==> src/design/cart_pkg.sv <==
package cart_pkg;

	// ====================
	// Widths
	// ====================
	localparam int dl_addr_w   = 25;
	localparam int dl_data_w   = 16;
	localparam int mask_w      = 24;
	localparam int wram_addr_w = 12;
	localparam int lba_w       = 32;

	// Download index codes
	localparam logic [7:0] idx_cart = 8'd0;
	localparam logic [7:0] idx_code = 8'd255;

	// ====================
	// Cartridge header
	// ====================
	// Copier header that precedes the image
	localparam int hdr_bias = 512;

	// ROM size word per mapping; the RAM size word is two bytes above
	localparam logic [dl_addr_w-1:0] lorom_size_addr   = dl_addr_w'('h7FD6 + hdr_bias);
	localparam logic [dl_addr_w-1:0] hirom_size_addr   = dl_addr_w'('hFFD6 + hdr_bias);
	localparam logic [dl_addr_w-1:0] exhirom_size_addr = dl_addr_w'('h40FFD6 + hdr_bias);

	localparam logic [3:0] default_rom_size = 4'd12;

	// Header mode select
	typedef logic [2:0] hdr_mode_t;
	localparam hdr_mode_t hdr_auto    = 3'd0;
	localparam hdr_mode_t hdr_none    = 3'd1;
	localparam hdr_mode_t hdr_lorom   = 3'd2;
	localparam hdr_mode_t hdr_hirom   = 3'd3;
	localparam hdr_mode_t hdr_exhirom = 3'd4;

	// Work RAM power-on pattern select
	typedef logic [1:0] fill_mode_t;

	// Cheat code, 128 bits, flags on top
	typedef struct packed {
		logic [31:0] flags;
		logic [31:0] addr;
		logic [31:0] compare;
		logic [31:0] replace;
	} cheat_code_t;

endpackage

==> src/design/dl_if.sv <==
`timescale 1ns/1ps

interface dl_if;
	import cart_pkg::*;

	// Raw stream from the host side
	logic [dl_addr_w-1:0] addr;
	logic [dl_data_w-1:0] data;
	logic                 wr;

	// Index decode, high while the matching download runs
	logic                 cart_sel;
	logic                 code_sel;

	modport host (output addr, output data, output wr);

	modport ctrl (output cart_sel, output code_sel);

	modport sink (
		input addr,
		input data,
		input wr,
		input cart_sel,
		input code_sel
	);

endinterface

==> src/design/backup_sequencer.sv <==
`timescale 1ns/1ps

module backup_sequencer (
	input  logic                        clk_sys,
	input  logic                        RESET,
	input  logic                        bk_ena,
	input  logic                        auto_load,
	input  logic                        bk_load_req,
	input  logic                        bk_save_req,
	input  logic [cart_pkg::mask_w-1:0] ram_mask,
	output logic [cart_pkg::lba_w-1:0]  sd_lba,
	output logic                        sd_rd,
	output logic                        sd_wr,
	input  logic                        sd_ack,
	output logic                        bk_loading,
	output logic                        bk_busy
);
	import cart_pkg::*;

	logic             load_q;
	logic             save_q;
	logic             ack_q;
	logic             load_rise;
	logic             save_rise;
	logic             ack_rise;
	logic             ack_fall;
	logic             start_load;
	logic [lba_w-1:0] last_lba;

	// ====================
	// Edge detect
	// ====================
	assign load_rise  = bk_load_req && !load_q && bk_ena;
	assign save_rise  = bk_save_req && !save_q && bk_ena;
	assign ack_rise   = sd_ack && !ack_q;
	assign ack_fall   = !sd_ack && ack_q;
	assign start_load = auto_load || load_rise;

	// 512-byte blocks covering the backup RAM
	assign last_lba = lba_w'(ram_mask[23:9]);

	// ====================
	// Block sequencer
	// ====================
	always_ff @(posedge clk_sys) begin
		if (RESET) begin
			load_q     <= 1'b0;
			save_q     <= 1'b0;
			ack_q      <= 1'b0;
			bk_busy    <= 1'b0;
			bk_loading <= 1'b0;
			sd_lba     <= '0;
			sd_rd      <= 1'b0;
			sd_wr      <= 1'b0;
		end else begin
			load_q <= bk_load_req;
			save_q <= bk_save_req;
			ack_q  <= sd_ack;

			// Storage side has taken the request
			if (ack_rise) begin
				sd_rd <= 1'b0;
				sd_wr <= 1'b0;
			end

			if (!bk_busy) begin
				// Load wins when both requests rise together
				if (start_load || save_rise) begin
					bk_busy    <= 1'b1;
					bk_loading <= start_load;
					sd_lba     <= '0;
					sd_rd      <= start_load;
					sd_wr      <= !start_load;
				end
			end else if (ack_fall) begin
				if (sd_lba >= last_lba) begin
					bk_busy    <= 1'b0;
					bk_loading <= 1'b0;
				end else begin
					sd_lba <= sd_lba + 1'b1;
					sd_rd  <= bk_loading;
					sd_wr  <= !bk_loading;
				end
			end
		end
	end

	// Requests only inside a transfer
	a_req_busy: assert property (
		@(posedge clk_sys) disable iff (RESET)
		(sd_rd || sd_wr) |-> bk_busy
	) else $error("storage request raised while idle");

endmodule

==> src/design/cart_ctrl.sv <==
`timescale 1ns/1ps

module cart_ctrl (
	input  logic                        clk_sys,
	input  logic                        RESET,
	input  logic                        dl_download,
	input  logic [7:0]                  dl_index,
	dl_if.ctrl                          dl,
	input  logic                        img_mounted,
	input  logic                        img_readonly,
	input  logic [63:0]                 img_size,
	input  logic [cart_pkg::mask_w-1:0] ram_mask,
	input  logic                        clearing,
	input  logic                        bk_loading,
	output logic                        fill_start,
	output logic                        bk_ena,
	output logic                        auto_load,
	output logic                        core_reset
);
	import cart_pkg::*;

	logic cart_dl;
	logic cart_dl_q;
	logic cart_rise;
	logic cart_fall;

	// ====================
	// Index decode
	// ====================
	assign cart_dl     = dl_download && (dl_index == idx_cart);
	assign dl.cart_sel = cart_dl;
	assign dl.code_sel = dl_download && (dl_index == idx_code);

	assign cart_rise = cart_dl && !cart_dl_q;
	assign cart_fall = !cart_dl && cart_dl_q;

	// ====================
	// Download edges
	// ====================
	always_ff @(posedge clk_sys) begin
		if (RESET) begin
			cart_dl_q  <= 1'b0;
			fill_start <= 1'b0;
			auto_load  <= 1'b0;
			bk_ena     <= 1'b0;
		end else begin
			cart_dl_q  <= cart_dl;
			fill_start <= cart_rise;
			// Pull the save file in once the image is complete
			auto_load  <= cart_fall && (|img_size) && bk_ena;

			if (cart_rise) begin
				bk_ena <= 1'b0;
			end else if (cart_dl && img_mounted && !img_readonly) begin
				// Save file is mounted by the end of the download
				bk_ena <= |ram_mask;
			end
		end
	end

	// Hold the console while anything rewrites its memories
	assign core_reset = RESET || cart_dl || clearing || bk_loading;

	// Clear follows its start pulse by one cycle
	a_fill_follows: assert property (
		@(posedge clk_sys) disable iff (RESET)
		fill_start |=> clearing
	) else $error("clearing did not follow fill_start");

endmodule

==> src/design/cart_loader_top.sv <==
`timescale 1ns/1ps

module cart_loader_top (
	input  logic                             clk_sys,
	input  logic                             RESET,
	// Download stream
	input  logic                             dl_download,
	input  logic [7:0]                       dl_index,
	input  logic [cart_pkg::dl_addr_w-1:0]   dl_addr,
	input  logic [cart_pkg::dl_data_w-1:0]   dl_data,
	input  logic                             dl_wr,
	// Menu settings
	input  cart_pkg::hdr_mode_t              hdr_mode,
	input  cart_pkg::fill_mode_t             fill_mode,
	// Save image
	input  logic                             img_mounted,
	input  logic                             img_readonly,
	input  logic [63:0]                      img_size,
	input  logic                             bk_load_req,
	input  logic                             bk_save_req,
	// Block storage
	output logic [cart_pkg::lba_w-1:0]       sd_lba,
	output logic                             sd_rd,
	output logic                             sd_wr,
	input  logic                             sd_ack,
	// Cartridge info
	output logic [7:0]                       rom_type,
	output logic                             rom_region,
	output logic [cart_pkg::mask_w-1:0]      rom_mask,
	output logic [cart_pkg::mask_w-1:0]      ram_mask,
	output logic [127:0]                     gg_code,
	output logic                             gg_valid,
	// Work RAM clear port
	output logic [cart_pkg::wram_addr_w-1:0] fill_addr,
	output logic [7:0]                       fill_data,
	output logic                             fill_we,
	output logic                             core_reset,
	output logic                             bk_busy
);

	logic fill_start;
	logic clearing;
	logic bk_ena;
	logic auto_load;
	logic bk_loading;

	dl_if dl_if ();

	assign dl_if.addr = dl_addr;
	assign dl_if.data = dl_data;
	assign dl_if.wr   = dl_wr;

	// ====================
	// Control
	// ====================
	cart_ctrl cart_ctrl (
		.clk_sys      (clk_sys),
		.RESET        (RESET),
		.dl_download  (dl_download),
		.dl_index     (dl_index),
		.dl           (dl_if.ctrl),
		.img_mounted  (img_mounted),
		.img_readonly (img_readonly),
		.img_size     (img_size),
		.ram_mask     (ram_mask),
		.clearing     (clearing),
		.bk_loading   (bk_loading),
		.fill_start   (fill_start),
		.bk_ena       (bk_ena),
		.auto_load    (auto_load),
		.core_reset   (core_reset)
	);

	// ====================
	// Datapath
	// ====================
	header_detect header_detect (
		.clk_sys    (clk_sys),
		.RESET      (RESET),
		.dl         (dl_if.sink),
		.hdr_mode   (hdr_mode),
		.rom_type   (rom_type),
		.rom_region (rom_region),
		.rom_mask   (rom_mask),
		.ram_mask   (ram_mask)
	);

	cheat_assembler cheat_assembler (
		.clk_sys  (clk_sys),
		.RESET    (RESET),
		.dl       (dl_if.sink),
		.gg_code  (gg_code),
		.gg_valid (gg_valid)
	);

	ram_fill ram_fill (
		.clk_sys    (clk_sys),
		.RESET      (RESET),
		.fill_start (fill_start),
		.fill_mode  (fill_mode),
		.clearing   (clearing),
		.fill_addr  (fill_addr),
		.fill_data  (fill_data),
		.fill_we    (fill_we)
	);

	backup_sequencer backup_sequencer (
		.clk_sys     (clk_sys),
		.RESET       (RESET),
		.bk_ena      (bk_ena),
		.auto_load   (auto_load),
		.bk_load_req (bk_load_req),
		.bk_save_req (bk_save_req),
		.ram_mask    (ram_mask),
		.sd_lba      (sd_lba),
		.sd_rd       (sd_rd),
		.sd_wr       (sd_wr),
		.sd_ack      (sd_ack),
		.bk_loading  (bk_loading),
		.bk_busy     (bk_busy)
	);

endmodule

==> src/design/cheat_assembler.sv <==
`timescale 1ns/1ps

module cheat_assembler (
	input  logic                  clk_sys,
	input  logic                  RESET,
	dl_if.sink                    dl,
	output cart_pkg::cheat_code_t gg_code,
	output logic                  gg_valid
);

	logic code_wr;

	assign code_wr = dl.code_sel && dl.wr;

	// Each 32-bit field arrives low half first
	always_ff @(posedge clk_sys) begin
		if (code_wr) begin
			case (dl.addr[3:0])
				4'd0:    gg_code.flags[15:0]    <= dl.data;
				4'd2:    gg_code.flags[31:16]   <= dl.data;
				4'd4:    gg_code.addr[15:0]     <= dl.data;
				4'd6:    gg_code.addr[31:16]    <= dl.data;
				4'd8:    gg_code.compare[15:0]  <= dl.data;
				4'd10:   gg_code.compare[31:16] <= dl.data;
				4'd12:   gg_code.replace[15:0]  <= dl.data;
				4'd14:   gg_code.replace[31:16] <= dl.data;
				default: ;
			endcase
		end
	end

	// Last word completes the code
	always_ff @(posedge clk_sys) begin
		if (RESET) begin
			gg_valid <= 1'b0;
		end else begin
			gg_valid <= code_wr && (dl.addr[3:0] == 4'd14);
		end
	end

endmodule

==> src/design/header_detect.sv <==
`timescale 1ns/1ps

module header_detect (
	input  logic                        clk_sys,
	input  logic                        RESET,
	dl_if.sink                          dl,
	input  cart_pkg::hdr_mode_t         hdr_mode,
	output logic [7:0]                  rom_type,
	output logic                        rom_region,
	output logic [cart_pkg::mask_w-1:0] rom_mask,
	output logic [cart_pkg::mask_w-1:0] ram_mask
);
	import cart_pkg::*;

	logic [3:0]           rom_size;
	logic [3:0]           ram_size;
	logic [3:0]           rom_size_nxt;
	logic [3:0]           ram_size_nxt;
	logic [dl_addr_w-1:0] size_addr;
	logic [dl_addr_w-1:0] ram_addr;
	logic                 mapped;
	logic                 hdr_wr;

	function automatic logic [mask_w-1:0] size_mask(input logic [3:0] size);
		size_mask = (mask_w'(1024) << size) - 1'b1;
	endfunction

	assign hdr_wr = dl.cart_sel && dl.wr;

	// Size word location for the forced mappings
	always_comb begin
		mapped    = 1'b1;
		size_addr = lorom_size_addr;
		case (hdr_mode)
			hdr_lorom:   size_addr = lorom_size_addr;
			hdr_hirom:   size_addr = hirom_size_addr;
			hdr_exhirom: size_addr = exhirom_size_addr;
			default:     mapped = 1'b0;
		endcase
	end

	assign ram_addr = size_addr + dl_addr_w'(2);

	// Size codes after this write, so masks follow in one cycle
	always_comb begin
		rom_size_nxt = rom_size;
		ram_size_nxt = ram_size;
		if (dl.addr == '0) begin
			rom_size_nxt = default_rom_size;
			ram_size_nxt = 4'd0;
			// Auto mode takes sizes from the first byte when present
			if (hdr_mode == hdr_auto && dl.data[7:0] != 8'd0) begin
				{ram_size_nxt, rom_size_nxt} = dl.data[7:0];
			end
		end
		if (mapped && dl.addr == size_addr) begin
			rom_size_nxt = dl.data[11:8];
		end
		if (mapped && dl.addr == ram_addr) begin
			ram_size_nxt = dl.data[3:0];
		end
	end

	always_ff @(posedge clk_sys) begin
		if (RESET) begin
			rom_size   <= '0;
			ram_size   <= '0;
			rom_type   <= '0;
			rom_region <= 1'b0;
			rom_mask   <= '0;
			ram_mask   <= '0;
		end else if (hdr_wr) begin
			rom_size <= rom_size_nxt;
			ram_size <= ram_size_nxt;
			rom_mask <= size_mask(rom_size_nxt);
			ram_mask <= (ram_size_nxt != 4'd0) ? size_mask(ram_size_nxt) : '0;

			if (dl.addr == '0) begin
				case (hdr_mode)
					hdr_none:    rom_type <= 8'd0;
					hdr_lorom:   rom_type <= 8'd0;
					hdr_hirom:   rom_type <= 8'd1;
					hdr_exhirom: rom_type <= 8'd2;
					default:     rom_type <= dl.data[15:8];
				endcase
			end

			if (dl.addr == dl_addr_w'(2)) begin
				rom_region <= dl.data[8];
			end
		end
	end

endmodule

==> src/design/ram_fill.sv <==
`timescale 1ns/1ps

module ram_fill (
	input  logic                             clk_sys,
	input  logic                             RESET,
	input  logic                             fill_start,
	input  cart_pkg::fill_mode_t             fill_mode,
	output logic                             clearing,
	output logic [cart_pkg::wram_addr_w-1:0] fill_addr,
	output logic [7:0]                       fill_data,
	output logic                             fill_we
);

	// One write per cycle over the whole work RAM
	always_ff @(posedge clk_sys) begin
		if (RESET) begin
			clearing  <= 1'b0;
			fill_addr <= '0;
		end else begin
			if (clearing) begin
				if (&fill_addr) begin
					clearing <= 1'b0;
				end
			end else if (fill_start) begin
				clearing <= 1'b1;
			end
			fill_addr <= clearing ? fill_addr + 1'b1 : '0;
		end
	end

	assign fill_we = clearing;

	// Power-on patterns of the different console revisions
	always_comb begin
		case (fill_mode)
			2'd0:    fill_data = (fill_addr[8] ^ fill_addr[2]) ? 8'h66 : 8'h99;
			2'd1:    fill_data = (fill_addr[9] ^ fill_addr[0]) ? 8'hFF : 8'h00;
			2'd2:    fill_data = 8'h55;
			default: fill_data = 8'hFF;
		endcase
	end

	// Counter parks at zero between clears
	a_addr_idle: assert property (
		@(posedge clk_sys) disable iff (RESET)
		!clearing |-> (fill_addr == '0)
	) else $error("fill_addr nonzero while idle");

endmodule

==> config.mk <==
export PLATFORM = sky130hd
export DESIGN_NAME = cart_loader_top
export DESIGN_NICKNAME = d
export VERILOG_FILES = /design/src/design/cart_pkg.sv /design/src/design/dl_if.sv /design/src/design/backup_sequencer.sv /design/src/design/cart_ctrl.sv /design/src/design/cart_loader_top.sv /design/src/design/cheat_assembler.sv /design/src/design/header_detect.sv /design/src/design/ram_fill.sv
export SDC_FILE = /design/constraint.sdc
export NUM_CORES = 1
export LEC_CHECK = 0
export BUFFER_PORTS_ARGS = -buffer_cell sky130_fd_sc_hd__buf_2
export CAP_MARGIN = 20
export CORE_ASPECT_RATIO = 1.25
export CORE_MARGIN = 1.5
export CORE_UTILIZATION = 40
export CTS_BUF_LIST = sky130_fd_sc_hd__clkbuf_8
export CTS_CLUSTER_SIZE = 25
export DETAILED_ROUTE_END_ITERATION = 7
export GPL_TIMING_DRIVEN = 0
export PLACE_DENSITY = 0.72
export SYNTH_ARGS = -nofsm -noshare
export SYNTH_HDL_FRONTEND = slang
export SYNTH_SLANG_ARGS = --single-unit
export TNS_END_PERCENT = 10
==> constraint.sdc <==
create_clock -name clk_sys -period 4.69 [get_ports clk_sys]
set_input_delay 0.7035 -clock clk_sys [delete_from_list [all_inputs] [get_ports clk_sys]]
set_output_delay 0.7035 -clock clk_sys [all_outputs]
set_load 0.01 [all_outputs]
==> impl_results.html, run 1 <==
<table>
<tr><th>Metric</th><th>Value</th></tr>
<tr><th colspan="2">Run status</th></tr>
<tr><td>Result of the run</td><td>finished, final reports clean</td></tr>
<tr><th colspan="2">Synthesis</th></tr>
<tr><td>Largest family of logic cells by synthesized area</td><td>simple AND/OR/NAND/NOR gates</td></tr>
<tr><td>Post-synth cell types</td><td>70</td></tr>
<tr><td>Average cell area after synthesis</td><td>about 12 sq um</td></tr>
<tr><td>Sequential element share of the synthesized area</td><td>around three fifths</td></tr>
<tr><td>Multiplexer fraction of the synthesized cell area</td><td>between 2 and 3%</td></tr>
<tr><td>Post-synth EDFFs</td><td>approximately 130</td></tr>
<tr><td>Most used DFF post-synth</td><td>sky130_fd_sc_hd__edfxtp_1</td></tr>
<tr><td>Complex-gate fraction of the synthesized area</td><td>10.2%</td></tr>
<tr><td>Async SR Flop Fraction</td><td>0%</td></tr>
<tr><td>Adder-cell area share of the yosys netlist</td><td>2.48%</td></tr>
<tr><td>Post-synthesis simple-gate area fraction</td><td>16.4%</td></tr>
<tr><td>Synth Warn #</td><td>0</td></tr>
<tr><td>Summed instance area of the synthesized netlist</td><td>about 9600 sq um</td></tr>
<tr><td>Xor/xnor cell area share of the yosys netlist</td><td>between 1.5 and 2%</td></tr>
<tr><td>Gate Count Post-Synth</td><td>about 830</td></tr>
<tr><td>Syn Nets</td><td>about 1,000</td></tr>
<tr><td>Seq cells post-synth</td><td>232</td></tr>
<tr><th colspan="2">Critical path</th></tr>
<tr><td>Cell seen most often among critical-path stages</td><td>sky130_fd_sc_hd__and3_1</td></tr>
<tr><td>Critical R2R Launch</td><td>header_detect.ram_mask[9]</td></tr>
<tr><td>Cell Chain, Critical Path</td><td>buf_2, nor4_1, nand4_1, a2111oi_2, and3_1, buf_4, mux2i_1, and3_1, nand2_1, ha_1, inv_1, nor3_1, a311oi_1, a221oi_1</td></tr>
<tr><td>Kind of end point of the critical path</td><td>flip-flop</td></tr>
<tr><td>Longest individual stage delay on the worst path</td><td>about 590 ps</td></tr>
<tr><td>Data required time at the worst endpoint</td><td>~5000 ps</td></tr>
<tr><td>Type of element launching the critical path</td><td>input pin</td></tr>
<tr><td>Start point of the critical path</td><td>dl_addr[21]</td></tr>
<tr><td>WP data arrival</td><td>between 4000 and 5000 ps</td></tr>
<tr><td>Largest driver fanout on the critical path</td><td>8</td></tr>
<tr><td>Critical-path cell with the highest stage delay</td><td>sky130_fd_sc_hd__mux2i_1</td></tr>
<tr><td>Path type of the worst setup path</td><td>input pin to flip-flop</td></tr>
<tr><th colspan="2">STA</th></tr>
<tr><td>Fin crit share</td><td>85.7%</td></tr>
<tr><td>Final period demand of the worst path</td><td>roughly 4000 ps</td></tr>
<tr><td>Fmax</td><td>between 0.2 and 0.25 GHz</td></tr>
<tr><td>Setup repair after global routing missed its margin</td><td>false</td></tr>
<tr><td>Total setup violations reported at the end of the flow</td><td>0</td></tr>
<tr><td>Clock skew</td><td>21.3 ps</td></tr>
<tr><td>Worst hold slack</td><td>between 400 and 500 ps</td></tr>
<tr><td>Endpoints failing hold</td><td>0</td></tr>
<tr><td>Total Neg Setup Slack</td><td>0 ps</td></tr>
<tr><td>Worst-margin pin slew</td><td>around 1100 ps</td></tr>
<tr><td>Slew margin rel.</td><td>between 20% and 30%</td></tr>
<tr><td>Max Slew Vio Count</td><td>0</td></tr>
<tr><th colspan="2">Placed design</th></tr>
<tr><td>Final Wtd Congestion</td><td>around 0.9</td></tr>
<tr><td>Number of port buffers</td><td>between 300 and 400</td></tr>
<tr><td>Half-perimeter wire length after detailed placement</td><td>21,800 um</td></tr>
<tr><td>Number of placed instances with taps included</td><td>approximately 1,500</td></tr>
<tr><th colspan="2">Clocking</th></tr>
<tr><td>CTS Sinks</td><td>232</td></tr>
<tr><td>Number of buffers inserted during clock tree synthesis</td><td>37</td></tr>
<tr><td>Gates resized, CTS repair</td><td>0</td></tr>
<tr><td>H-Tree Depth</td><td>2</td></tr>
<tr><td>Clock tree from TritonCTS</td><td>done</td></tr>
<tr><td>Number of setup buffers added after CTS</td><td>0</td></tr>
<tr><td>CTS Root Cell</td><td>sky130_fd_sc_hd__clkbuf_8</td></tr>
<tr><td>Number of hold buffers added after cts</td><td>0</td></tr>
<tr><td>Latest clock arrival within the worst-skew pair</td><td>approximately 530 ps</td></tr>
<tr><td>Buffer depth of the longest clock path</td><td>3</td></tr>
<tr><td>Post-CTS clock slew at the launch and capture registers of the worst setup and hold paths</td><td>about 60 ps</td></tr>
<tr><th colspan="2">GRT</th></tr>
<tr><td>Global-route wire length before repair</td><td>42,300 um</td></tr>
<tr><td>Initial antenna violation count</td><td>2</td></tr>
<tr><td>Vias in the first global route</td><td>roughly 7,600</td></tr>
<tr><td>Maximum number of pins on one net before global-route repair</td><td>17</td></tr>
<tr><td>Overflow after GRT</td><td>0</td></tr>
<tr><td>Total global routing track utilization</td><td>22.3%</td></tr>
<tr><th colspan="2">Floorplan</th></tr>
<tr><td>Die X</td><td>roughly 140 um</td></tr>
<tr><td>Total Die Area</td><td>around 25,000 sq um</td></tr>
<tr><td>Site Rows</td><td>63</td></tr>
<tr><td>Area of the core region</td><td>23,600 sq um</td></tr>
<tr><td>Effective utilization at floorplan</td><td>40.6%</td></tr>
<tr><td>Die span in y</td><td>between 150 and 200 um</td></tr>
<tr><td>Number of primary I/O pins</td><td>370</td></tr>
<tr><th colspan="2">Finish</th></tr>
<tr><td>Ratio of cells with drive above 1 in the final layout</td><td>a little under two fifths</td></tr>
<tr><td>Post-Route Utilization</td><td>53.4%</td></tr>
<tr><td>Count of nets after finishing</td><td>between 1,000 and 1,500</td></tr>
<tr><td>Most common cell after layout, fill and taps aside</td><td>sky130_fd_sc_hd__buf_2</td></tr>
<tr><td>Count of filler cells inserted in the layout</td><td>~2,100</td></tr>
<tr><td>Area growth, synth to finish</td><td>31.4%</td></tr>
<tr><td>Number of cells in the finished layout apart from fillers</td><td>around 1,600</td></tr>
<tr><td>Highest-count cells in the layout ignoring fill and taps</td><td>sky130_fd_sc_hd__buf_2, sky130_fd_sc_hd__edfxtp_1, sky130_fd_sc_hd__dfxtp_1</td></tr>
<tr><th colspan="2">Drt</th></tr>
<tr><td>Highest routed metal layer</td><td>met4</td></tr>
<tr><td>WL final</td><td>around 29,000 um</td></tr>
<tr><td>Via-per-instance ratio</td><td>5.18</td></tr>
<tr><td>Met2 wirelength from detailed routing</td><td>between 15,000 and 20,000 um</td></tr>
<tr><td>Vias after detailed routing</td><td>about 8,100</td></tr>
<tr><td>Wire length per cell after detailed routing</td><td>around 18 um</td></tr>
<tr><td>Total routed wire length on the met1 layer</td><td>between 10,000 and 15,000 um</td></tr>
<tr><td>Number of detailed-routing iterations run before antenna repair</td><td>5</td></tr>
<tr><td>Initial detailed-routing violation count</td><td>421</td></tr>
<tr><td>Number of remaining DRC errors</td><td>0</td></tr>
<tr><td>Met3 wire length</td><td>~2600 um</td></tr>
<tr><td>Number of antenna-violating nets in the routed design</td><td>0</td></tr>
<tr><th colspan="2">Pwr</th></tr>
<tr><td>Peak ir drop on the vdd network</td><td>roughly 0.00020 V</td></tr>
<tr><td>Pwr/cell area</td><td>between 300 and 400 nW/um^2</td></tr>
<tr><td>Cell leakage power</td><td>around 5.4 nW</td></tr>
<tr><th colspan="2">Job</th></tr>
<tr><td>Maxcap violations</td><td>0</td></tr>
<tr><th colspan="2">Worst hold path</th></tr>
<tr><td>HP Start</td><td>bk_save_req</td></tr>
<tr><td>Hold/Removal Path Class</td><td>input pin to flip-flop</td></tr>
</table>
-- metal layers --
layer	GRT usage [%]	vias to the layer above
li1	-	3902
met1	23.9	3787
met2	41.8	385
met3	6.16	50
met4	7.60	0
met5	0	-
-- cell usage after synthesis, types with 4 or more instances --
master | instances | area share [%]
sky130_fd_sc_hd__a211oi_1 | 8 | 0.63
sky130_fd_sc_hd__a21o_1 | 8 | 0.63
sky130_fd_sc_hd__a21oi_1 | 45 | 2.3
sky130_fd_sc_hd__a22oi_1 | 5 | 0.39
sky130_fd_sc_hd__a311oi_1 | 5 | 0.46
sky130_fd_sc_hd__a31oi_1 | 10 | 0.65
sky130_fd_sc_hd__and2_1 | 8 | 0.52
sky130_fd_sc_hd__and3_1 | 27 | 1.8
sky130_fd_sc_hd__buf_4 | 26 | 2.0
sky130_fd_sc_hd__clkbuf_1 | 24 | 0.94
sky130_fd_sc_hd__dfxtp_1 | 104 | 22
sky130_fd_sc_hd__edfxtp_1 | 128 | 40
sky130_fd_sc_hd__ha_1 | 19 | 2.5
sky130_fd_sc_hd__inv_1 | 34 | 1.3
sky130_fd_sc_hd__mux2_2 | 7 | 0.82
sky130_fd_sc_hd__mux2i_1 | 7 | 0.73
sky130_fd_sc_hd__nand2_1 | 64 | 2.5
sky130_fd_sc_hd__nand2b_1 | 11 | 0.72
sky130_fd_sc_hd__nand3_1 | 22 | 1.1
sky130_fd_sc_hd__nand3b_1 | 4 | 0.31
sky130_fd_sc_hd__nand4_1 | 19 | 1.2
sky130_fd_sc_hd__nor2_1 | 67 | 2.6
sky130_fd_sc_hd__nor2b_1 | 14 | 0.91
sky130_fd_sc_hd__nor3_1 | 14 | 0.73
sky130_fd_sc_hd__nor4_1 | 33 | 2.1
sky130_fd_sc_hd__o21ai_0 | 18 | 0.94
sky130_fd_sc_hd__o21ai_1 | 13 | 0.68
sky130_fd_sc_hd__o41ai_1 | 5 | 0.46
sky130_fd_sc_hd__or3_1 | 6 | 0.39
sky130_fd_sc_hd__xnor2_1 | 12 | 1.1
sky130_fd_sc_hd__xor2_1 | 7 | 0.64
-- state kept, by name, indices dropped and copies added (netlist names) --
name	flops
backup_sequencer.ack_q	1
backup_sequencer.bk_busy	1
backup_sequencer.bk_loading	1
backup_sequencer.load_q	1
backup_sequencer.save_q	1
backup_sequencer.sd_lba	32
backup_sequencer.sd_rd	1
backup_sequencer.sd_wr	1
cart_ctrl.auto_load	1
cart_ctrl.bk_ena	1
cart_ctrl.cart_dl_q	1
cart_ctrl.fill_start	1
cheat_assembler.gg_code	128
cheat_assembler.gg_valid	1
header_detect.ram_mask	15
header_detect.ram_size	4
header_detect.rom_mask	15
header_detect.rom_region	1
header_detect.rom_size	4
header_detect.rom_type	8
ram_fill.clearing	1
ram_fill.fill_addr	12
-- critical path, delay by kind of cell --
family | cells | cell delay, ps
AO/OA/AOI/OAI | 3 | 890
multiplexers | 1 | 590
AND/OR/NAND/NOR | 6 | 1580
adder cells (fa/ha/maj) | 1 | 250
buffers and inverters | 3 | 380
-- area by class of cell --
type	count	area, sq um	area share (%)
Inverter	34	128	1.01
Antenna cell	2	5.00	0.0397
Tap cell	292	365	2.89
Clock buffer	40	551	4.36
Multi-Input combinational cell	512	3250	25.7
Sequential cell	232	5930	46.9
Timing Repair Buffer	375	1930	15.3
Clock inverter	26	141	1.12
Buffer	56	325	2.58
-- power by group --
group          total (mW)  internal, mW  switching (mW)  leakage (nW)
clock network        1.63         0.845           0.790         0.395
logic               0.153        0.0622          0.0910          3.01
registers            2.14          2.14        0.000727          1.99
-- path summary, 6_finish.rpt --
check / endpoint / slack [ps] / cells past startpoint
max: header_detect.ram_mask[20] / 670 / 14
min: backup_sequencer.save_q / 400 / 2
max reg2reg: backup_sequencer.sd_lba[9] / 1780 / 9
min reg2reg: header_detect.rom_type[7] / 450 / 2
-- stage by stage --
stage	power, mW	setup WS, ps	instance area, sq um
global route	4.07	527	12600
floorplan	2.24	1280	9600
CTS	3.97	696	12600
detailed placement	2.34	152	11900
finish	3.93	669	12600
global placement	2.34	104	11800
-- cells by family (layout without fill, tap and decap cells) --
kind of cell               Yosys count  count (layout)
AOI/OAI and AO/OA                  149             149
xor gates and xnor gates            19              19
adders and majority gates           19              19
buffers and inverters               90             531
DFF                                232             232
muxes                               22              22
other                                0               2
and+or+nand+nor                    303             303
Power figures use the tool's default switching activity.
==> run 2: changes to the inputs <==
--- a/config.mk
+++ b/config.mk
@@ -14,6 +14,7 @@
 export CTS_CLUSTER_SIZE = 25
 export DETAILED_ROUTE_END_ITERATION = 7
 export GPL_TIMING_DRIVEN = 0
+export MAX_ROUTING_LAYER = met4
 export PLACE_DENSITY = 0.72
 export SYNTH_ARGS = -nofsm -noshare
 export SYNTH_HDL_FRONTEND = slang
==> run 2 against run 1 <==
  * Design area grew 0.20%
  * Largest cell class unchanged
  * Die area stayed put
  * Global-route usage increased by 0.60 points
  * Total power grew 2.2%
==> impl_results.html, run 2 (synthesis gave the netlist of run 1 again) <==
<table>
<tr><th>Metric</th><th>Value</th></tr>
<tr><th colspan="2">Critical path</th></tr>
<tr><td>Data required time at the worst endpoint</td><td>5070 ps (about the same)</td></tr>
<tr><td>Longest individual stage delay on the worst path</td><td>600 ps (was 590 ps)</td></tr>
<tr><td>WP data arrival</td><td>4340 ps (was 4400 ps)</td></tr>
<tr><td>Cell seen most often among critical-path stages</td><td>sky130_fd_sc_hd__and3_1 (unchanged)</td></tr>
<tr><td>Kind of end point of the critical path</td><td>flip-flop (unchanged)</td></tr>
<tr><td>Critical-path cell with the highest stage delay</td><td>sky130_fd_sc_hd__mux2i_1 (unchanged)</td></tr>
<tr><td>Cell Chain, Critical Path</td><td>buf_2, nor4_1, nand4_1, a2111oi_2, and3_1, buf_4, mux2i_1, and3_1, nand2_1, ha_1, inv_1, nor3_1, a311oi_1, a221oi_1 (unchanged)</td></tr>
<tr><td>Path type of the worst setup path</td><td>input pin to flip-flop (unchanged)</td></tr>
<tr><td>Reg2reg path depth</td><td>9 (unchanged)</td></tr>
<tr><td>Type of element launching the critical path</td><td>input pin (unchanged)</td></tr>
<tr><td>Largest driver fanout on the critical path</td><td>8 (unchanged)</td></tr>
<tr><th colspan="2">Clocking</th></tr>
<tr><td>CTS Sinks</td><td>232 (unchanged)</td></tr>
<tr><td>Number of hold buffers added after cts</td><td>0 (unchanged)</td></tr>
<tr><td>H-Tree Depth</td><td>2 (unchanged)</td></tr>
<tr><td>Number of buffers inserted during clock tree synthesis</td><td>37 (unchanged)</td></tr>
<tr><td>Number of setup buffers added after CTS</td><td>0 (unchanged)</td></tr>
<tr><td>Latest clock arrival within the worst-skew pair</td><td>530 ps (about the same)</td></tr>
<tr><td>Post-CTS clock slew at the launch and capture registers of the worst setup and hold paths</td><td>60 ps (about the same)</td></tr>
<tr><td>CTS Root Cell</td><td>sky130_fd_sc_hd__clkbuf_8 (unchanged)</td></tr>
<tr><td>Gates resized, CTS repair</td><td>0 (unchanged)</td></tr>
<tr><td>Buffer depth of the longest clock path</td><td>3 (unchanged)</td></tr>
<tr><td>Clock tree from TritonCTS</td><td>done (unchanged)</td></tr>
<tr><th colspan="2">Finish</th></tr>
<tr><td>FF/Latch Area</td><td>5930 sq um (unchanged)</td></tr>
<tr><td>Highest-count cells in the layout ignoring fill and taps</td><td>sky130_fd_sc_hd__buf_2, sky130_fd_sc_hd__edfxtp_1, sky130_fd_sc_hd__dfxtp_1 (unchanged)</td></tr>
<tr><td>Number of flip-flops in the largest register</td><td>128 (unchanged)</td></tr>
<tr><td>Count of nets after finishing</td><td>1,394 (unchanged)</td></tr>
<tr><td>Most common cell after layout, fill and taps aside</td><td>sky130_fd_sc_hd__buf_2 (unchanged)</td></tr>
<tr><td>Area growth, synth to finish</td><td>31.7% (was 31.4%)</td></tr>
<tr><td>Ratio of cells with drive above 1 in the final layout</td><td>38.2% (was 38.1%)</td></tr>
<tr><td>Multi-input combinational cell area</td><td>3250 sq um (unchanged)</td></tr>
<tr><td>Count of filler cells inserted in the layout</td><td>2,079 (was 2,063)</td></tr>
<tr><td>Number of cells in the finished layout apart from fillers</td><td>1,564 (was 1,569)</td></tr>
<tr><td>Post-Route Utilization</td><td>53.5% (was 53.4%)</td></tr>
<tr><th colspan="2">Placed design</th></tr>
<tr><td>Final Wtd Congestion</td><td>0.917 (was 0.907)</td></tr>
<tr><td>Number of port buffers</td><td>367 (unchanged)</td></tr>
<tr><td>Worst setup timing slack at the placement stage</td><td>112 ps (was 152 ps)</td></tr>
<tr><td>Number of placed instances with taps included</td><td>1,501 (unchanged)</td></tr>
<tr><td>Half-perimeter wire length after detailed placement</td><td>21,900 um (was 21,800 um)</td></tr>
<tr><th colspan="2">Floorplan</th></tr>
<tr><td>Area of the core region</td><td>23,600 sq um (unchanged)</td></tr>
<tr><td>Die span in y</td><td>176 um (unchanged)</td></tr>
<tr><td>Die X</td><td>142 um (unchanged)</td></tr>
<tr><td>Site Rows</td><td>63 (unchanged)</td></tr>
<tr><td>Effective utilization at floorplan</td><td>40.6% (unchanged)</td></tr>
<tr><td>Total Die Area</td><td>25,000 sq um (unchanged)</td></tr>
<tr><td>Number of primary I/O pins</td><td>370 (unchanged)</td></tr>
<tr><th colspan="2">STA</th></tr>
<tr><td>Worst-margin pin slew</td><td>1110 ps (was 1090 ps)</td></tr>
<tr><td>Fin crit share</td><td>84.5% (was 85.7%)</td></tr>
<tr><td>Final period demand of the worst path</td><td>3960 ps (was 4020 ps)</td></tr>
<tr><td>Setup repair after global routing missed its margin</td><td>false (unchanged)</td></tr>
<tr><td>Endpoints failing hold</td><td>0 (unchanged)</td></tr>
<tr><td>Worst hold slack</td><td>416 ps (was 404 ps)</td></tr>
<tr><td>Total Neg Setup Slack</td><td>0 ps (unchanged)</td></tr>
<tr><td>Clock skew</td><td>21.5 ps (was 21.3 ps)</td></tr>
<tr><td>Fmax</td><td>0.252 GHz (was 0.249 GHz)</td></tr>
<tr><td>Slew margin rel.</td><td>25.6% (was 27.0%)</td></tr>
<tr><td>Max Slew Vio Count</td><td>0 (unchanged)</td></tr>
<tr><td>Worst Slack Setup Final</td><td>729 ps (was 669 ps)</td></tr>
<tr><td>Total setup violations reported at the end of the flow</td><td>0 (unchanged)</td></tr>
<tr><th colspan="2">Worst hold path</th></tr>
<tr><td>Hold/Removal Path Class</td><td>input pin to flip-flop (unchanged)</td></tr>
<tr><td>Hold Path Stages</td><td>2 (unchanged)</td></tr>
<tr><th colspan="2">Drt</th></tr>
<tr><td>Number of remaining DRC errors</td><td>0 (unchanged)</td></tr>
<tr><td>Number of detailed-routing iterations run before antenna repair</td><td>5 (unchanged)</td></tr>
<tr><td>Initial detailed-routing violation count</td><td>374 (was 421)</td></tr>
<tr><td>Number of antenna-violating nets in the routed design</td><td>0 (unchanged)</td></tr>
<tr><td>Via-per-instance ratio</td><td>5.17 (was 5.18)</td></tr>
<tr><td>Wire length per cell after detailed routing</td><td>18.5 um (was 18.4 um)</td></tr>
<tr><td>Vias after detailed routing</td><td>8,082 (was 8,124)</td></tr>
<tr><td>WL final</td><td>28,900 um (about the same)</td></tr>
<tr><th colspan="2">Run status</th></tr>
<tr><td>Result of the run</td><td>finished, final reports clean (unchanged)</td></tr>
<tr><th colspan="2">GRT</th></tr>
<tr><td>Initial antenna violation count</td><td>2 (unchanged)</td></tr>
<tr><td>Global-route wire length before repair</td><td>42,300 um (about the same)</td></tr>
<tr><td>Maximum number of pins on one net before global-route repair</td><td>17 (unchanged)</td></tr>
<tr><td>Vias in the first global route</td><td>7,641 (was 7,629)</td></tr>
<tr><td>Overflow after GRT</td><td>0 (unchanged)</td></tr>
<tr><td>Total global routing track utilization</td><td>22.9% (was 22.3%)</td></tr>
<tr><th colspan="2">Pwr</th></tr>
<tr><td>Pwr/cell area</td><td>318 nW/um^2 (was 311 nW/um^2)</td></tr>
<tr><td>Cell leakage power</td><td>5.41 nW (was 5.40 nW)</td></tr>
<tr><td>Peak ir drop on the vdd network</td><td>0.000199 V (about the same)</td></tr>
<tr><th colspan="2">Job</th></tr>
<tr><td>Maxcap violations</td><td>0 (unchanged)</td></tr>
</table>
## run 2: area by class of cell
class | instances | share of cell area (%)
Sequential cell | 232 | 46.9
Multi-Input combinational cell | 512 | 25.7
Timing Repair Buffer | 375 | 15.3
Clock buffer | 40 | 4.35
Tap cell | 292 | 2.89
Buffer | 56 | 2.57
Clock inverter | 21 | 1.32
Inverter | 34 | 1.01
Antenna cell | 2 | 0.0396
## run 2: stage by stage
| step | power (mW) | cell area, sq um |
|---|---|---|
| 2_1_floorplan | 2.24 | 9600 |
| 3_3_place_gp | 2.34 | 11800 |
| 3_5_place_dp | 2.34 | 11900 |
| 4_1_cts | 4.06 | 12600 |
| 5_1_grt | 4.16 | 12600 |
| 6_report | 4.02 | 12600 |
## run 2: worst max-delay path, delay by kind of cell
kind	cells	cell delay, ps
fa+ha+maj	1	250
mux	1	600
buf+inv	3	400
compound gates	3	800
simple gates	6	1580
## run 2: metal layers
| metal | vias up | track usage, % | part of all wire [%] |
|---|---|---|---|
| met2 | 393 | 41.3 | 52 |
| met3 | 52 | 5.89 | 8.5 |
| li1 | 3891 | - | - |
| met1 | 3746 | 23.8 | 37 |
| met4 | 0 | 8.85 | 2.9 |
| met5 | - | - | 0 |
## run 2: power breakdown
part,switching (mW),leakage (nW),internal (mW)
Clock,0.774,0.406,0.948
Combinational,0.0907,3.01,0.0621
Sequential,0.000777,1.99,2.14
## run 2: worst paths after layout
path | endpoint | startpoint | slack (ps)
setup / recovery | header_detect.ram_mask[20] | dl_addr[21] | 730
hold / removal | backup_sequencer.save_q | bk_save_req | 420
setup reg to reg | backup_sequencer.sd_lba[9] | header_detect.ram_mask[9] | 1780
hold reg to reg | header_detect.rom_type[7] | header_detect.rom_type[7] | 450
==> run 3: changes to the inputs <==
--- a/config.mk
+++ b/config.mk
@@ -15,7 +15,7 @@
 export DETAILED_ROUTE_END_ITERATION = 7
 export GPL_TIMING_DRIVEN = 0
 export MAX_ROUTING_LAYER = met4
-export PLACE_DENSITY = 0.72
+export PLACE_DENSITY = 0.75
 export SYNTH_ARGS = -nofsm -noshare
 export SYNTH_HDL_FRONTEND = slang
 export SYNTH_SLANG_ARGS = --single-unit
==> constraint.sdc (replaced) <==
create_clock -name clk_sys -period 3.2 [get_ports clk_sys]
set_input_delay 0.48 -clock clk_sys [delete_from_list [all_inputs] [get_ports clk_sys]]
set_output_delay 0.48 -clock clk_sys [all_outputs]
set_load 0.01 [all_outputs]
==> run 3 against run 2 <==
  * Sequential share of layout area shrank 0.35 points
  * Setup slack lost 640 ps
  * Sequential cell count is the same
  * Via count grew 1.8%
  * Critical path depth shrank 1
  * Worst hold slack lost 220 ps
  * Clock power grew 50%
  * Final cell count grew 0.32%
  * Total power grew 48%
==> impl_results.html, run 3 (synthesis gave the netlist of run 1 again) <==
<table>
<tr><th>Metric</th><th>Value</th></tr>
<tr><th colspan="2">Placed design</th></tr>
<tr><td>Final Wtd Congestion</td><td>0.944 (was 0.917)</td></tr>
<tr><td>Number of placed instances with taps included</td><td>1,498 (was 1,501)</td></tr>
<tr><td>Half-perimeter wire length after detailed placement</td><td>21,700 um (was 21,900 um)</td></tr>
<tr><td>Number of port buffers</td><td>367 (unchanged)</td></tr>
<tr><th colspan="2">Clocking</th></tr>
<tr><td>Clock tree from TritonCTS</td><td>done (unchanged)</td></tr>
<tr><td>Number of buffers inserted during clock tree synthesis</td><td>37 (unchanged)</td></tr>
<tr><td>CTS Root Cell</td><td>sky130_fd_sc_hd__clkbuf_8 (unchanged)</td></tr>
<tr><td>Post-CTS clock slew at the launch and capture registers of the worst setup and hold paths</td><td>60 ps (about the same)</td></tr>
<tr><td>Latest clock arrival within the worst-skew pair</td><td>540 ps (was 530 ps)</td></tr>
<tr><td>H-Tree Depth</td><td>2 (unchanged)</td></tr>
<tr><td>Number of hold buffers added after cts</td><td>0 (unchanged)</td></tr>
<tr><td>CTS Sinks</td><td>232 (unchanged)</td></tr>
<tr><td>Buffer depth of the longest clock path</td><td>3 (unchanged)</td></tr>
<tr><th colspan="2">Finish</th></tr>
<tr><td>Highest-count cells in the layout ignoring fill and taps</td><td>sky130_fd_sc_hd__buf_2, sky130_fd_sc_hd__edfxtp_1, sky130_fd_sc_hd__dfxtp_1 (unchanged)</td></tr>
<tr><td>Area growth, synth to finish</td><td>32.7% (was 31.7%)</td></tr>
<tr><td>Number of cells in the finished layout apart from fillers</td><td>1,569 (was 1,564)</td></tr>
<tr><td>Count of nets after finishing</td><td>1,396 (was 1,394)</td></tr>
<tr><td>Ratio of cells with drive above 1 in the final layout</td><td>39.3% (was 38.2%)</td></tr>
<tr><td>Most common cell after layout, fill and taps aside</td><td>sky130_fd_sc_hd__buf_2 (unchanged)</td></tr>
<tr><td>Number of flip-flops in the largest register</td><td>128 (unchanged)</td></tr>
<tr><td>Count of filler cells inserted in the layout</td><td>2,035 (was 2,079)</td></tr>
<tr><th colspan="2">STA</th></tr>
<tr><td>Setup repair after global routing missed its margin</td><td>true (was false)</td></tr>
<tr><td>Slew margin rel.</td><td>28.7% (was 25.6%)</td></tr>
<tr><td>Fmax</td><td>about 0.32 GHz</td></tr>
<tr><td>Clock skew</td><td>33.1 ps (was 21.5 ps)</td></tr>
<tr><td>Total Neg Setup Slack</td><td>0 ps (unchanged)</td></tr>
<tr><td>Fin crit share</td><td>97.2%</td></tr>
<tr><td>Worst-margin pin slew</td><td>1060 ps (was 1110 ps)</td></tr>
<tr><td>Total setup violations reported at the end of the flow</td><td>0 (unchanged)</td></tr>
<tr><td>Max Slew Vio Count</td><td>0 (unchanged)</td></tr>
<tr><td>Final period demand of the worst path</td><td>3110 ps</td></tr>
<tr><td>Worst hold slack</td><td>199 ps (was 416 ps)</td></tr>
<tr><td>Endpoints failing hold</td><td>0 (unchanged)</td></tr>
<tr><th colspan="2">Drt</th></tr>
<tr><td>Wire length per cell after detailed routing</td><td>18.4 um (was 18.5 um)</td></tr>
<tr><td>Number of remaining DRC errors</td><td>0 (unchanged)</td></tr>
<tr><td>Number of detailed-routing iterations run before antenna repair</td><td>5 (unchanged)</td></tr>
<tr><td>WL final</td><td>28,900 um (about the same)</td></tr>
<tr><td>Number of antenna-violating nets in the routed design</td><td>0 (unchanged)</td></tr>
<tr><td>Vias after detailed routing</td><td>8,225 (was 8,082)</td></tr>
<tr><td>Initial detailed-routing violation count</td><td>438 (was 374)</td></tr>
<tr><td>Via-per-instance ratio</td><td>5.24 (was 5.17)</td></tr>
<tr><th colspan="2">Job</th></tr>
<tr><td>Maxcap violations</td><td>0 (unchanged)</td></tr>
<tr><th colspan="2">Critical path</th></tr>
<tr><td>Type of element launching the critical path</td><td>input pin (unchanged)</td></tr>
<tr><td>Path type of the worst setup path</td><td>input pin to flip-flop (unchanged)</td></tr>
<tr><td>Data required time at the worst endpoint</td><td>3640 ps (was 5070 ps)</td></tr>
<tr><td>WP data arrival</td><td>3550 ps (was 4340 ps)</td></tr>
<tr><td>Largest driver fanout on the critical path</td><td>10 (was 8)</td></tr>
<tr><td>Kind of end point of the critical path</td><td>flip-flop (unchanged)</td></tr>
<tr><th colspan="2">Floorplan</th></tr>
<tr><td>Area of the core region</td><td>23,600 sq um (unchanged)</td></tr>
<tr><td>Effective utilization at floorplan</td><td>40.6% (unchanged)</td></tr>
<tr><td>Die span in y</td><td>176 um (unchanged)</td></tr>
<tr><td>Die X</td><td>142 um (unchanged)</td></tr>
<tr><td>Number of primary I/O pins</td><td>370 (unchanged)</td></tr>
<tr><td>Site Rows</td><td>63 (unchanged)</td></tr>
<tr><td>Total Die Area</td><td>25,000 sq um (unchanged)</td></tr>
<tr><th colspan="2">GRT</th></tr>
<tr><td>Global-route wire length before repair</td><td>42,000 um (was 42,300 um)</td></tr>
<tr><td>Maximum number of pins on one net before global-route repair</td><td>17 (unchanged)</td></tr>
<tr><td>Initial antenna violation count</td><td>1 (was 2)</td></tr>
<tr><td>Vias in the first global route</td><td>7,676 (was 7,641)</td></tr>
<tr><td>Overflow after GRT</td><td>0 (unchanged)</td></tr>
<tr><td>Total global routing track utilization</td><td>22.8% (was 22.9%)</td></tr>
<tr><th colspan="2">Pwr</th></tr>
<tr><td>Peak ir drop on the vdd network</td><td>0.000285 V (was 0.000199 V)</td></tr>
<tr><td>Pwr/cell area</td><td>467 nW/um^2 (was 318 nW/um^2)</td></tr>
<tr><td>Cell leakage power</td><td>5.44 nW (was 5.41 nW)</td></tr>
<tr><th colspan="2">Run status</th></tr>
<tr><td>Result of the run</td><td>finished, final reports clean (unchanged)</td></tr>
<tr><th colspan="2">Worst hold path</th></tr>
<tr><td>Hold/Removal Path Class</td><td>input pin to flip-flop (unchanged)</td></tr>
</table>
## run 3: changes by cell type in the layout (fill, tap and decap cells not counted), sizes merged
cell,change
buf,+2
bufinv,-1
clkbuf,+5
clkinv,-1
clkinvlp,+2
diode,-1
inv,-1
## run 3: area by class of cell
type	count	area (sq um)	share of cell area, %
antenna	1	2.50	0.0196
buffer	56	327	2.56
clock buffer	45	619	4.86
clock inverter	20	139	1.09
inverter	34	128	1.00
multi-input combinational	512	3300	25.9
sequential	232	5930	46.5
tap	292	365	2.87
timing repair buffer	377	1930	15.2
## run 3: metrics by stage
step	util [%]	total power, mW	cell area (sq um)	setup slack, ps
detailed placement	50.3	3.43	11900	-881
finish	53.9	5.95	12700	90.7
CTS	53.6	6.01	12700	32.5
floorplan	-	3.28	9600	12.4
global placement	49.9	3.43	11800	-903
global route	53.9	6.15	12700	-138
## run 3: path summary, 6_finish.rpt
path	start	end	slack [ps]	cells after the start
worst min-delay path	bk_load_req	backup_sequencer.load_q	200	2
worst min register to register	header_detect.rom_type[7]	header_detect.rom_type[7]	450	2
worst max register to register	header_detect.ram_mask[9]	backup_sequencer.sd_lba[10]	180	9
worst max-delay path	dl_addr[3]	header_detect.rom_mask[22]	90	13
## run 3: critical path: stages
cell,delay [ps]
sky130_fd_sc_hd__buf_2,150
sky130_fd_sc_hd__nor4_2,370
sky130_fd_sc_hd__nand4_1,300
sky130_fd_sc_hd__nor2_4,240
sky130_fd_sc_hd__mux2_2,400
sky130_fd_sc_hd__mux2i_2,240
sky130_fd_sc_hd__buf_4,230
sky130_fd_sc_hd__nand4_1,140
sky130_fd_sc_hd__ha_1,260
sky130_fd_sc_hd__clkbuf_2,200
sky130_fd_sc_hd__nor4_2,300
sky130_fd_sc_hd__o21ai_1,90
sky130_fd_sc_hd__a21oi_1,150
## run 3: where the power goes
group | switching (mW) | internal [mW] | total, mW
Clock | 1.15 | 1.43 | 2.58
Sequential | 0.00112 | 3.14 | 3.14
Combinational | 0.136 | 0.0913 | 0.228
Total | 1.28 | 4.67 | 5.95
## run 3: routing by layer
metal	track usage, %	up-vias	share of wire, %
li1	-	3901	-
met1	23.7	3851	36
met2	41.4	413	52
met3	6.05	60	9.0
met4	7.86	0	3.0
met5	-	-	0
## run 3: repair_timing
action	CTS	global route
setup buffers	1	4
hold endpoints to repair	0	0
pin swaps	1	1
setup endpoints to repair	9	10
cloned	0	0
resized for setup	3	9
